`src/codec_cfg_pkg.sv`:
```
package codec_cfg_pkg;

    // Bus opcodes issued by the control FSM
    typedef enum logic [1:0] {
        OP_START = 2'd0,
        OP_WRITE = 2'd1,
        OP_STOP  = 2'd2
    } i2c_op_e;

    // One bus command, data only matters for OP_WRITE
    typedef struct packed {
        i2c_op_e    op;
        logic [7:0] data;
    } i2c_cmd_t;

    // Result of one command
    typedef struct packed {
        logic nack;     // SDA left high in the ack slot
    } i2c_rsp_t;

    // One codec register word, as sent in bytes two and three
    typedef struct packed {
        logic [6:0] reg_addr;
        logic [8:0] reg_data;
    } codec_reg_t;

    // Codec slave address, goes out as 0x34 with the write bit
    localparam logic [6:0] CODEC_DEV_ADDR = 7'h1A;
    localparam logic       I2C_WR_BIT     = 1'b0;

    // Register table size and index width
    localparam int NUM_REGS = 10;
    localparam int IDX_W    = 4;
    localparam logic [IDX_W-1:0] LAST_IDX = IDX_W'(NUM_REGS - 1);

    // Quarter-bit tick divider, kept short for simulation
    localparam int TICK_DIV   = 4;
    localparam int TICK_CNT_W = $clog2(TICK_DIV);
    localparam logic [TICK_CNT_W-1:0] TICK_LAST = TICK_CNT_W'(TICK_DIV - 1);

    // Retries per register after the first attempt
    localparam int MAX_RETRY = 2;
    localparam int RETRY_W   = $clog2(MAX_RETRY + 1);
    localparam logic [RETRY_W-1:0] RETRY_LAST = RETRY_W'(MAX_RETRY);

endpackage

```
`src/codec_init_ctrl.sv`:
```
`timescale 1ns/1ps

module codec_init_ctrl (
    input  logic                              i_clk,
    input  logic                              i_rst_n,
    input  logic                              i_start,
    output logic                              o_busy,
    output logic                              o_done,
    output logic                              o_error,
    output logic [codec_cfg_pkg::IDX_W-1:0]   o_index,
    input  codec_cfg_pkg::codec_reg_t         i_word,
    output logic                              o_cmd_valid,
    output codec_cfg_pkg::i2c_cmd_t           o_cmd,
    input  logic                              i_cmd_ready,
    input  logic                              i_rsp_valid,
    input  codec_cfg_pkg::i2c_rsp_t           i_rsp
);

    // Each state names the command it issues
    typedef enum logic [2:0] {
        CT_IDLE,
        CT_START,
        CT_DEV,
        CT_REG,
        CT_DATA,
        CT_STOP
    } ctrl_state_e;

    ctrl_state_e                        state_q;
    logic                               issued_q;   // Command accepted, waiting for rsp
    logic                               nacked_q;   // Current attempt failed
    logic                               done_q;
    logic                               error_q;
    logic [codec_cfg_pkg::IDX_W-1:0]    idx_q;
    logic [codec_cfg_pkg::RETRY_W-1:0]  retry_q;

    // Command for the current state
    always_comb begin
        o_cmd.op   = codec_cfg_pkg::OP_WRITE;
        o_cmd.data = 8'h00;
        case (state_q)
            CT_START: o_cmd.op   = codec_cfg_pkg::OP_START;
            CT_DEV:   o_cmd.data = {codec_cfg_pkg::CODEC_DEV_ADDR, codec_cfg_pkg::I2C_WR_BIT};
            CT_REG:   o_cmd.data = {i_word.reg_addr, i_word.reg_data[8]};
            CT_DATA:  o_cmd.data = i_word.reg_data[7:0];
            CT_STOP:  o_cmd.op   = codec_cfg_pkg::OP_STOP;
            default:  o_cmd.data = 8'h00;
        endcase
    end

    assign o_cmd_valid = (state_q != CT_IDLE) && !issued_q;

    always_ff @(posedge i_clk or negedge i_rst_n) begin
        if (!i_rst_n) begin
            state_q  <= CT_IDLE;
            issued_q <= 1'b0;
            nacked_q <= 1'b0;
            done_q   <= 1'b0;
            error_q  <= 1'b0;
            idx_q    <= '0;
            retry_q  <= '0;
        end else begin
            done_q <= 1'b0;
            if (i_rsp_valid) begin
                issued_q <= 1'b0;
            end else if (o_cmd_valid && i_cmd_ready) begin
                issued_q <= 1'b1;
            end
            case (state_q)
                CT_IDLE: begin
                    if (i_start) begin
                        state_q  <= CT_START;
                        idx_q    <= '0;
                        retry_q  <= '0;
                        nacked_q <= 1'b0;
                        error_q  <= 1'b0;   // Error is kept until the next start
                    end
                end
                CT_START: begin
                    if (i_rsp_valid) begin
                        state_q <= CT_DEV;
                    end
                end
                CT_DEV, CT_REG: begin
                    if (i_rsp_valid) begin
                        if (i_rsp.nack) begin
                            nacked_q <= 1'b1;   // Drop the rest of the transaction
                            state_q  <= CT_STOP;
                        end else begin
                            state_q <= (state_q == CT_DEV) ? CT_REG : CT_DATA;
                        end
                    end
                end
                CT_DATA: begin
                    if (i_rsp_valid) begin
                        nacked_q <= i_rsp.nack;
                        state_q  <= CT_STOP;
                    end
                end
                CT_STOP: begin
                    if (i_rsp_valid) begin
                        nacked_q <= 1'b0;
                        if (nacked_q) begin
                            if (retry_q == codec_cfg_pkg::RETRY_LAST) begin
                                error_q <= 1'b1;    // Retries used up
                                done_q  <= 1'b1;
                                state_q <= CT_IDLE;
                            end else begin
                                retry_q <= retry_q + 1'b1;
                                state_q <= CT_START;    // Same register again
                            end
                        end else if (idx_q == codec_cfg_pkg::LAST_IDX) begin
                            done_q  <= 1'b1;
                            state_q <= CT_IDLE;
                        end else begin
                            idx_q   <= idx_q + 1'b1;
                            retry_q <= '0;
                            state_q <= CT_START;
                        end
                    end
                end
                default: state_q <= CT_IDLE;
            endcase
        end
    end

    assign o_busy  = (state_q != CT_IDLE);
    assign o_done  = done_q;
    assign o_error = error_q;
    assign o_index = idx_q;

    // Command must wait unchanged for the engine
    property p_cmd_hold;
        @(posedge i_clk) disable iff (!i_rst_n)
            (o_cmd_valid && !i_cmd_ready) |=> (o_cmd_valid && $stable(o_cmd));
    endproperty
    a_cmd_hold: assert property (p_cmd_hold)
        else $error("codec_init_ctrl: command changed before the engine took it");

endmodule

```
`src/codec_init_top.sv`:
```
`timescale 1ns/1ps

module codec_init_top (
    input  logic i_clk,
    input  logic i_rst_n,
    input  logic i_start,
    output logic o_busy,
    output logic o_done,
    output logic o_error,
    output logic o_sclk,
    output logic o_sdat,
    output logic o_sdat_oen,
    input  logic i_sdat
);

    logic [codec_cfg_pkg::IDX_W-1:0] reg_index;
    codec_cfg_pkg::codec_reg_t       reg_word;
    logic                            cmd_valid;
    logic                            cmd_ready;
    codec_cfg_pkg::i2c_cmd_t         cmd;
    logic                            rsp_valid;
    codec_cfg_pkg::i2c_rsp_t         rsp;
    logic                            tick;
    logic                            run;

    codec_init_ctrl u_ctrl (
        .i_clk       (i_clk),
        .i_rst_n     (i_rst_n),
        .i_start     (i_start),
        .o_busy      (o_busy),
        .o_done      (o_done),
        .o_error     (o_error),
        .o_index     (reg_index),
        .i_word      (reg_word),
        .o_cmd_valid (cmd_valid),
        .o_cmd       (cmd),
        .i_cmd_ready (cmd_ready),
        .i_rsp_valid (rsp_valid),
        .i_rsp       (rsp)
    );

    codec_reg_rom u_rom (
        .i_index (reg_index),
        .o_word  (reg_word)
    );

    i2c_tick_gen u_tick (
        .i_clk   (i_clk),
        .i_rst_n (i_rst_n),
        .i_run   (run),
        .o_tick  (tick)
    );

    i2c_bit_engine u_engine (
        .i_clk       (i_clk),
        .i_rst_n     (i_rst_n),
        .i_cmd_valid (cmd_valid),
        .i_cmd       (cmd),
        .o_cmd_ready (cmd_ready),
        .o_rsp_valid (rsp_valid),
        .o_rsp       (rsp),
        .i_tick      (tick),
        .o_run       (run),
        .i_sdat      (i_sdat),
        .o_sclk      (o_sclk),
        .o_sdat      (o_sdat),
        .o_sdat_oen  (o_sdat_oen)
    );

endmodule

```
`src/codec_reg_rom.sv`:
```
`timescale 1ns/1ps

module codec_reg_rom (
    input  logic [codec_cfg_pkg::IDX_W-1:0] i_index,
    output codec_cfg_pkg::codec_reg_t       o_word
);

    always_comb begin
        o_word = '0;    // Out of range reads give zero
        case (i_index)
            4'd0: o_word = '{reg_addr: 7'h00, reg_data: 9'h097};  // Left line in, muted
            4'd1: o_word = '{reg_addr: 7'h01, reg_data: 9'h097};  // Right line in, muted
            4'd2: o_word = '{reg_addr: 7'h02, reg_data: 9'h079};  // Left headphone, 0 dB
            4'd3: o_word = '{reg_addr: 7'h03, reg_data: 9'h079};  // Right headphone, 0 dB
            4'd4: o_word = '{reg_addr: 7'h04, reg_data: 9'h015};  // Analog path, mic with boost
            4'd5: o_word = '{reg_addr: 7'h05, reg_data: 9'h000};  // Digital path, DAC unmuted
            4'd6: o_word = '{reg_addr: 7'h06, reg_data: 9'h000};  // Power down, all on
            4'd7: o_word = '{reg_addr: 7'h07, reg_data: 9'h042};  // Master, I2S, 16 bit
            4'd8: o_word = '{reg_addr: 7'h08, reg_data: 9'h019};  // USB mode, 32 kHz
            4'd9: o_word = '{reg_addr: 7'h09, reg_data: 9'h001};  // Activate interface
            default: o_word = '0;
        endcase
    end

    // Reads past the last table entry
    always_comb begin
        assert (i_index <= codec_cfg_pkg::LAST_IDX)
        else $error("codec_reg_rom: read of index %0d beyond the table", i_index);
    end

endmodule

```
`src/i2c_bit_engine.sv`:
```
`timescale 1ns/1ps

module i2c_bit_engine (
    input  logic                    i_clk,
    input  logic                    i_rst_n,
    input  logic                    i_cmd_valid,
    input  codec_cfg_pkg::i2c_cmd_t i_cmd,
    output logic                    o_cmd_ready,
    output logic                    o_rsp_valid,
    output codec_cfg_pkg::i2c_rsp_t o_rsp,
    input  logic                    i_tick,
    output logic                    o_run,
    input  logic                    i_sdat,
    output logic                    o_sclk,
    output logic                    o_sdat,
    output logic                    o_sdat_oen
);

    typedef enum logic [2:0] {
        ST_IDLE,
        ST_START,
        ST_BITS,
        ST_ACK,
        ST_STOP
    } eng_state_e;

    eng_state_e state_q;
    logic [1:0] phase_q;        // Quarter of the current bit
    logic [2:0] bit_cnt_q;
    logic [7:0] shift_q;
    logic       sclk_q;
    logic       sdat_q;
    logic       oen_q;
    logic       rsp_valid_q;
    logic       nack_q;
    logic       accept;
    logic       bit_end;

    assign accept  = i_cmd_valid && (state_q == ST_IDLE);
    assign bit_end = (state_q == ST_BITS) && i_tick && (phase_q == 2'd3);

    always_ff @(posedge i_clk or negedge i_rst_n) begin
        if (!i_rst_n) begin
            state_q     <= ST_IDLE;
            phase_q     <= 2'd0;
            bit_cnt_q   <= 3'd0;
            sclk_q      <= 1'b1;
            sdat_q      <= 1'b1;
            oen_q       <= 1'b0;
            rsp_valid_q <= 1'b0;
            nack_q      <= 1'b0;
        end else begin
            rsp_valid_q <= 1'b0;
            if (state_q != ST_IDLE && i_tick) begin
                phase_q <= phase_q + 2'd1;  // Wraps after four ticks
            end
            case (state_q)
                ST_IDLE: begin
                    if (accept) begin
                        phase_q   <= 2'd0;
                        bit_cnt_q <= 3'd0;
                        nack_q    <= 1'b0;
                        case (i_cmd.op)
                            codec_cfg_pkg::OP_START: state_q <= ST_START;
                            codec_cfg_pkg::OP_WRITE: state_q <= ST_BITS;
                            default:                 state_q <= ST_STOP;
                        endcase
                    end
                end
                ST_START: begin
                    if (i_tick) begin
                        case (phase_q)
                            2'd0: begin
                                oen_q  <= 1'b1;   // Take SDA, still high
                                sdat_q <= 1'b1;
                            end
                            2'd1: sdat_q <= 1'b0; // Start, SDA falls under high SCL
                            2'd3: begin
                                sclk_q      <= 1'b0;
                                state_q     <= ST_IDLE;
                                rsp_valid_q <= 1'b1;
                            end
                            default: sclk_q <= 1'b1;
                        endcase
                    end
                end
                ST_BITS: begin
                    if (i_tick) begin
                        case (phase_q)
                            2'd0: sclk_q <= 1'b0;
                            2'd1: begin
                                oen_q  <= 1'b1;
                                sdat_q <= shift_q[7];     // MSB first
                            end
                            2'd2: sclk_q <= 1'b1;
                            default: begin
                                bit_cnt_q <= bit_cnt_q + 3'd1;
                                if (bit_cnt_q == 3'd7) begin
                                    state_q <= ST_ACK;
                                end
                            end
                        endcase
                    end
                end
                ST_ACK: begin
                    if (i_tick) begin
                        case (phase_q)
                            2'd0: sclk_q <= 1'b0;
                            2'd1: oen_q  <= 1'b0; // Let the slave drive
                            2'd2: sclk_q <= 1'b1;
                            default: begin
                                nack_q      <= i_sdat;    // Sampled with SCL high
                                state_q     <= ST_IDLE;
                                rsp_valid_q <= 1'b1;
                            end
                        endcase
                    end
                end
                ST_STOP: begin
                    if (i_tick) begin
                        case (phase_q)
                            2'd0: sclk_q <= 1'b0;
                            2'd1: begin
                                oen_q  <= 1'b1;
                                sdat_q <= 1'b0;
                            end
                            2'd2: sclk_q <= 1'b1;
                            default: begin
                                sdat_q      <= 1'b1;      // Stop, SDA rises under high SCL
                                oen_q       <= 1'b0;
                                state_q     <= ST_IDLE;
                                rsp_valid_q <= 1'b1;
                            end
                        endcase
                    end
                end
                default: state_q <= ST_IDLE;
            endcase
        end
    end

    // Byte shifter
    always_ff @(posedge i_clk) begin
        if (accept) begin
            shift_q <= i_cmd.data;
        end else if (bit_end) begin
            shift_q <= {shift_q[6:0], 1'b0};
        end
    end

    assign o_cmd_ready = (state_q == ST_IDLE);
    assign o_run       = (state_q != ST_IDLE);
    assign o_rsp_valid = rsp_valid_q;
    assign o_rsp.nack  = nack_q;
    assign o_sclk      = sclk_q;
    assign o_sdat      = sdat_q;
    assign o_sdat_oen  = oen_q;

    // Outside start and stop, our SDA drive holds while SCL stays high
    property p_sda_stable_scl_high;
        @(posedge i_clk) disable iff (!i_rst_n)
            (o_sclk && $past(o_sclk) && !($past(state_q) inside {ST_START, ST_STOP}))
            |-> ($stable(o_sdat) && $stable(o_sdat_oen));
    endproperty
    a_sda_stable_scl_high: assert property (p_sda_stable_scl_high)
        else $error("i2c_bit_engine: SDA changed while SCL was high");

endmodule

```
`src/i2c_tick_gen.sv`:
```
`timescale 1ns/1ps

module i2c_tick_gen (
    input  logic i_clk,
    input  logic i_rst_n,
    input  logic i_run,
    output logic o_tick
);

    logic [codec_cfg_pkg::TICK_CNT_W-1:0] cnt_q;

    // Counter held at zero between commands
    always_ff @(posedge i_clk or negedge i_rst_n) begin
        if (!i_rst_n) begin
            cnt_q <= '0;
        end else if (!i_run) begin
            cnt_q <= '0;
        end else if (cnt_q == codec_cfg_pkg::TICK_LAST) begin
            cnt_q <= '0;
        end else begin
            cnt_q <= cnt_q + 1'b1;
        end
    end

    // First tick lands TICK_DIV cycles into a command
    assign o_tick = i_run && (cnt_q == codec_cfg_pkg::TICK_LAST);

endmodule

```
`config.mk`:
```
export PLATFORM = sky130hd
export DESIGN_NAME = codec_init_top
export DESIGN_NICKNAME = d
export VERILOG_FILES = /design/src/codec_cfg_pkg.sv /design/src/codec_init_ctrl.sv /design/src/codec_init_top.sv /design/src/codec_reg_rom.sv /design/src/i2c_bit_engine.sv /design/src/i2c_tick_gen.sv
export SDC_FILE = /design/constraint.sdc
export NUM_CORES = 1
export LEC_CHECK = 0
export BUFFER_PORTS_ARGS = -buffer_cell sky130_fd_sc_hd__buf_2
export CORE_UTILIZATION = 40
export CTS_CLUSTER_SIZE = 14
export DETAILED_ROUTE_END_ITERATION = 8
export GPL_TIMING_DRIVEN = 0
export PLACE_DENSITY_LB_ADDON = 0.05
export SLEW_MARGIN = 20
export SYNTH_ARGS = -nofsm -noshare
export SYNTH_HDL_FRONTEND = slang
export SYNTH_HIERARCHICAL = 1
export SYNTH_SLANG_ARGS = --single-unit
```
`constraint.sdc`:
```
create_clock -name i_clk -period 2.45 [get_ports i_clk]
set_input_delay 0.49 -clock i_clk [delete_from_list [all_inputs] [get_ports i_clk]]
set_output_delay 0.49 -clock i_clk [all_outputs]
set_load 0.01 [all_outputs]
```
==> results.json <==
{
  "layout-drive-gt1-share_pct": 22.5,
  "synthFlopType": "dfrtp_1",
  "rows": 28,
  "fillCellCount": 575,
  "reg2reg_depth": 9,
  "die_x_um": 80.2,
  "r2r_setup_slack_ns": 0.14,
  "avgRoutedWirePerCell_um": 13.9,
  "timing.critical_path.fanout_max": 10,
  "wl_met2_um": 2300,
  "core-area_sq_um": 5920,
  "synth.distinct_cells": 63,
  "grt-ovfl-total": 0,
  "initial_core_util_pct": 41.3,
  "grt_pass1_wl_um": 8290,
  "dr.pass1.iters": 4,
  "drc": 0,
  "grt_pass1_vias": 1685,
  "cts_hold_buf": 0,
  "maxSlewHeadroom_pct": 55.7,
  "p_total_w": 0.00227,
  "gp_congestion": 0.781,
  "clk_path_buf_depth": 2,
  "drtIter0Drc": 31,
  "chipHeight_um": 80.2,
  "finClkSkew_ns": 0.00663,
  "seq_area_frac_synth_pct": 38.6,
  "arrival_ns": 2.49,
  "wl_met3_um": 124,
  "areaGrowthSynthToFinish_pct": 11.3,
  "wl_um": 4820,
  "track_usage_pct": 16.9,
  "leakagePower_nw": 1.18,
  "max_slew.worst_pin.slew_ns": 0.664,
  "ff_latch_area_sq_um": 945,
  "hp-class": "in2async",
  "ys_async_sr_fraction_pct": 77.8,
  "place_area_sq_um": 2590,
  "synth-edff-count": 8,
  "ir_worst_vdd_uv": 431,
  "avgSynthCellArea_sq_um": 9.74,
  "antenna_found_initial": 0,
  "setup_viol": 0,
  "viasPerCell": 5.23,
  "yosysWarningCount": 6,
  "multi_input_area_sq_um": 1340,
  "nets": 285,
  "worst_path_largest_cell_delay_ns": 0.38,
  "dr_total_vias": 1808,
  "dieArea_sq_um": 6430,
  "required_ns": 2.63,
  "slowest_stage": "or3_1",
  "rsz0062_at_grt": "yes",
  "r2r_end": "u_engine/bit_cnt_q[0]$_DFFE_PN0P_",
  "fin_area_sq_um": 2720,
  "critical_path_class": "reg2reg",
  "max_cap_viol_count": 0,
  "fin_crit_sh_pct": 94.3,
  "syn-cell-area_sq_um": 2440,
  "hold_viol": 0,
  "power.density_nw_per_um2": 834,
  "ios": 10,
  "crit_path_start_kind": "flip-flop",
  "htreeDepth": 2,
  "status": "completed",
  "syn_inst": 251,
  "clock.fmax_mhz": 433,
  "drt-met1-wl_um": 2330,
  "clk_latency_ns": 0.29,
  "clockRootBuffer": "clkbuf_8",
  "reg2reg_from": "u_engine/state_q[2]$_DFFE_PN0P_",
  "n_antenna_cell": 0,
  "portBuffers": 9,
  "grt_max_degree": 29,
  "dp_hpwl_um": 3470,
  "maxUsedRoutingLayer": "met4",
  "ant_nets": 0,
  "min_period_ns": 2.31,
  "cp-end-kind": "flip-flop",
  "clock_sinks": 36,
  "path_clk_slew_ns": 0.07,
  "synth-seq-cells": 36,
  "cts_tree": "done",
  "path_cells": "buf_4 > or3_1 > clkbuf_1 > and2_2 > buf_2 > nand2_4 > nor3_1 > mux2_2 > a22o_1",
  "final-max-slew-violation-count": 0,
  "cts_buffers": 5
}
==> layer usage <==
| layer | global-route usage (%) | up-vias |
|---|---|---|
| met5 | 0 | - |
| met2 | 27.9 | 18 |
| met3 | 3.86 | 6 |
| met1 | 21.8 | 859 |
| met4 | 5.36 | 0 |
| li1 | - | 925 |
==> flip-flops by register name, summed over array words and instances (netlist names), 2 cells and up <==
register,count
u_ctrl/retry_q,2
u_engine/phase_q,2
u_engine/state_q,3
u_ctrl/o_index,4
u_engine/shift_q,8
u_engine/bit_cnt_q,3
u_tick/cnt_q,2
u_ctrl/state_q,3
==> how the worst max path moves through the flow <==
stage	start	end	slack, ns	depth (start not counted)
floorplan	u_ctrl/state_q[1]$_DFFE_PN0P_	u_engine/shift_q[0]$_SDFFCE_PN0P_	0.11	5
global placement	u_ctrl/state_q[1]$_DFFE_PN0P_	u_engine/shift_q[2]$_DFFE_PP_	-0.45	5
detailed placement	u_ctrl/state_q[1]$_DFFE_PN0P_	u_engine/shift_q[2]$_DFFE_PP_	-0.08	5
CTS	u_engine/state_q[2]$_DFFE_PN0P_	u_engine/bit_cnt_q[0]$_DFFE_PN0P_	0.09	9
global route	u_engine/state_q[2]$_DFFE_PN0P_	u_engine/bit_cnt_q[0]$_DFFE_PN0P_	-0.01	9
finish	u_engine/state_q[2]$_DFFE_PN0P_	u_engine/bit_cnt_q[0]$_DFFE_PN0P_	0.14	9
==> power by group <==
| part | total (W) | internal (W) | switching (W) | leakage [nW] |
|---|---|---|---|---|
| Combinational | 0.000940 | 0.000430 | 0.000510 | 0.724 |
| Clock | 0.000436 | 0.000229 | 0.000207 | 0.0455 |
| Sequential | 0.000893 | 0.000767 | 0.000126 | 0.412 |
| Total | 0.00227 | 0.00143 | 0.000843 | 1.18 |
==> stage by stage <==
step	TNS (ns)	utilization, %	setup slack [ns]	hold WS, ns	instances
3_5_place_dp	-0.914	43.8	-0.0807	0.446	338
4_1_cts	0	45.7	0.0858	0.262	346
5_1_grt	-0.0145	45.9	-0.0145	0.284	346
3_3_place_gp	-4.10	43.8	-0.451	0.445	338
6_report	0	45.9	0.138	0.230	346
2_1_floorplan	0	-	0.111	0.194	254
==> Yosys cell counts (2+ instances only) <==
master / n / area (sq um)
nor3_2: 2 / 20.0
mux2_4: 3 / 45.0
a21oi_1: 19 / 95.1
buf_6: 4 / 45.0
and3b_1: 2 / 17.5
or3b_1: 2 / 17.5
nand3_1: 6 / 30.0
nand2_1: 13 / 48.8
o31ai_1: 2 / 15.0
a22o_1: 10 / 87.6
xnor2_1: 3 / 26.3
inv_1: 12 / 45.0
a211oi_1: 3 / 22.5
a21boi_0: 2 / 15.0
nor2_1: 21 / 78.8
ha_1: 11 / 138
nor4b_1: 2 / 17.5
dfstp_2: 2 / 52.6
and3_1: 2 / 12.5
a21o_1: 4 / 30.0
clkbuf_1: 3 / 11.3
buf_2: 9 / 45.0
edfxtp_1: 8 / 240
dfrtp_1: 26 / 651
o21ai_0: 12 / 60.1
nor4_1: 2 / 12.5
o21ai_2: 2 / 17.5
mux2_1: 7 / 78.8
and2_1: 2 / 12.5
nor2b_1: 3 / 18.8
or3_1: 4 / 25.0
nor3_1: 6 / 30.0
o21ai_1: 3 / 15.0
buf_4: 5 / 37.5
nand2b_1: 5 / 31.3
a31oi_1: 2 / 12.5
==> cells in the final DEF, fill, tap and decap left out, drive strengths merged, types with 4 or more instances in the layout <==
cell    Yosys  final
a21o        5      5
a21oi      21     21
a22o       10     10
buf        18     28
clkbuf      3     10
conb        1      4
dfrtp      26     26
edfxtp      8      8
ha         11     11
inv        13     13
mux2       11     11
nand2      13     13
nand2b      6      6
nand3       7      7
nor2       21     21
nor3        9      9
nor4b       4      4
o21ai      17     17
or3         4      4
==> logic make-up (layout without fill, tap and decap cells) <==
kind of cell | Yosys count | count (layout) | share of synthesized area, %
mux | 12 | 12 | 5.94
xor+xnor | 3 | 3 | 1.08
buf+inv | 34 | 51 | 7.68
simple gates | 85 | 85 | 21.8
fa+ha+maj | 11 | 11 | 5.63
flops | 36 | 36 | 38.6
other cells | 1 | 4 | 0.153
compound gates | 69 | 69 | 19.1
==> timing repair <==
| action | 4_1_cts | 5_1_grt |
|---|---|---|
| buffers inserted | 1 | 0 |
| pin swaps | 1 | 0 |
| endpoints found under the setup margin | 16 | 11 |
| resized for setup | 2 | 3 |
==> area by class of cell <==
class                   instances  area share [%]
multi-input cells             184            49.4
flip-flops and latches         36            34.7
plain buffers                  20            4.97
well taps                      75            3.45
clock buffers                   8            3.31
repair buffers                 10            2.39
inverters                      13            1.79
==> worst max-delay path, delay by kind of cell, from the launching register on <==
kind | cells | cell delay (ns)
AND/OR/NAND/NOR | 4 | 0.81
AO/OA/AOI/OAI | 1 | 0.23
multiplexers | 1 | 0.26
flip-flops | 1 | 0.36
buffers and inverters | 3 | 0.54
No activity file was read; power rests on OpenSTA's default activity.
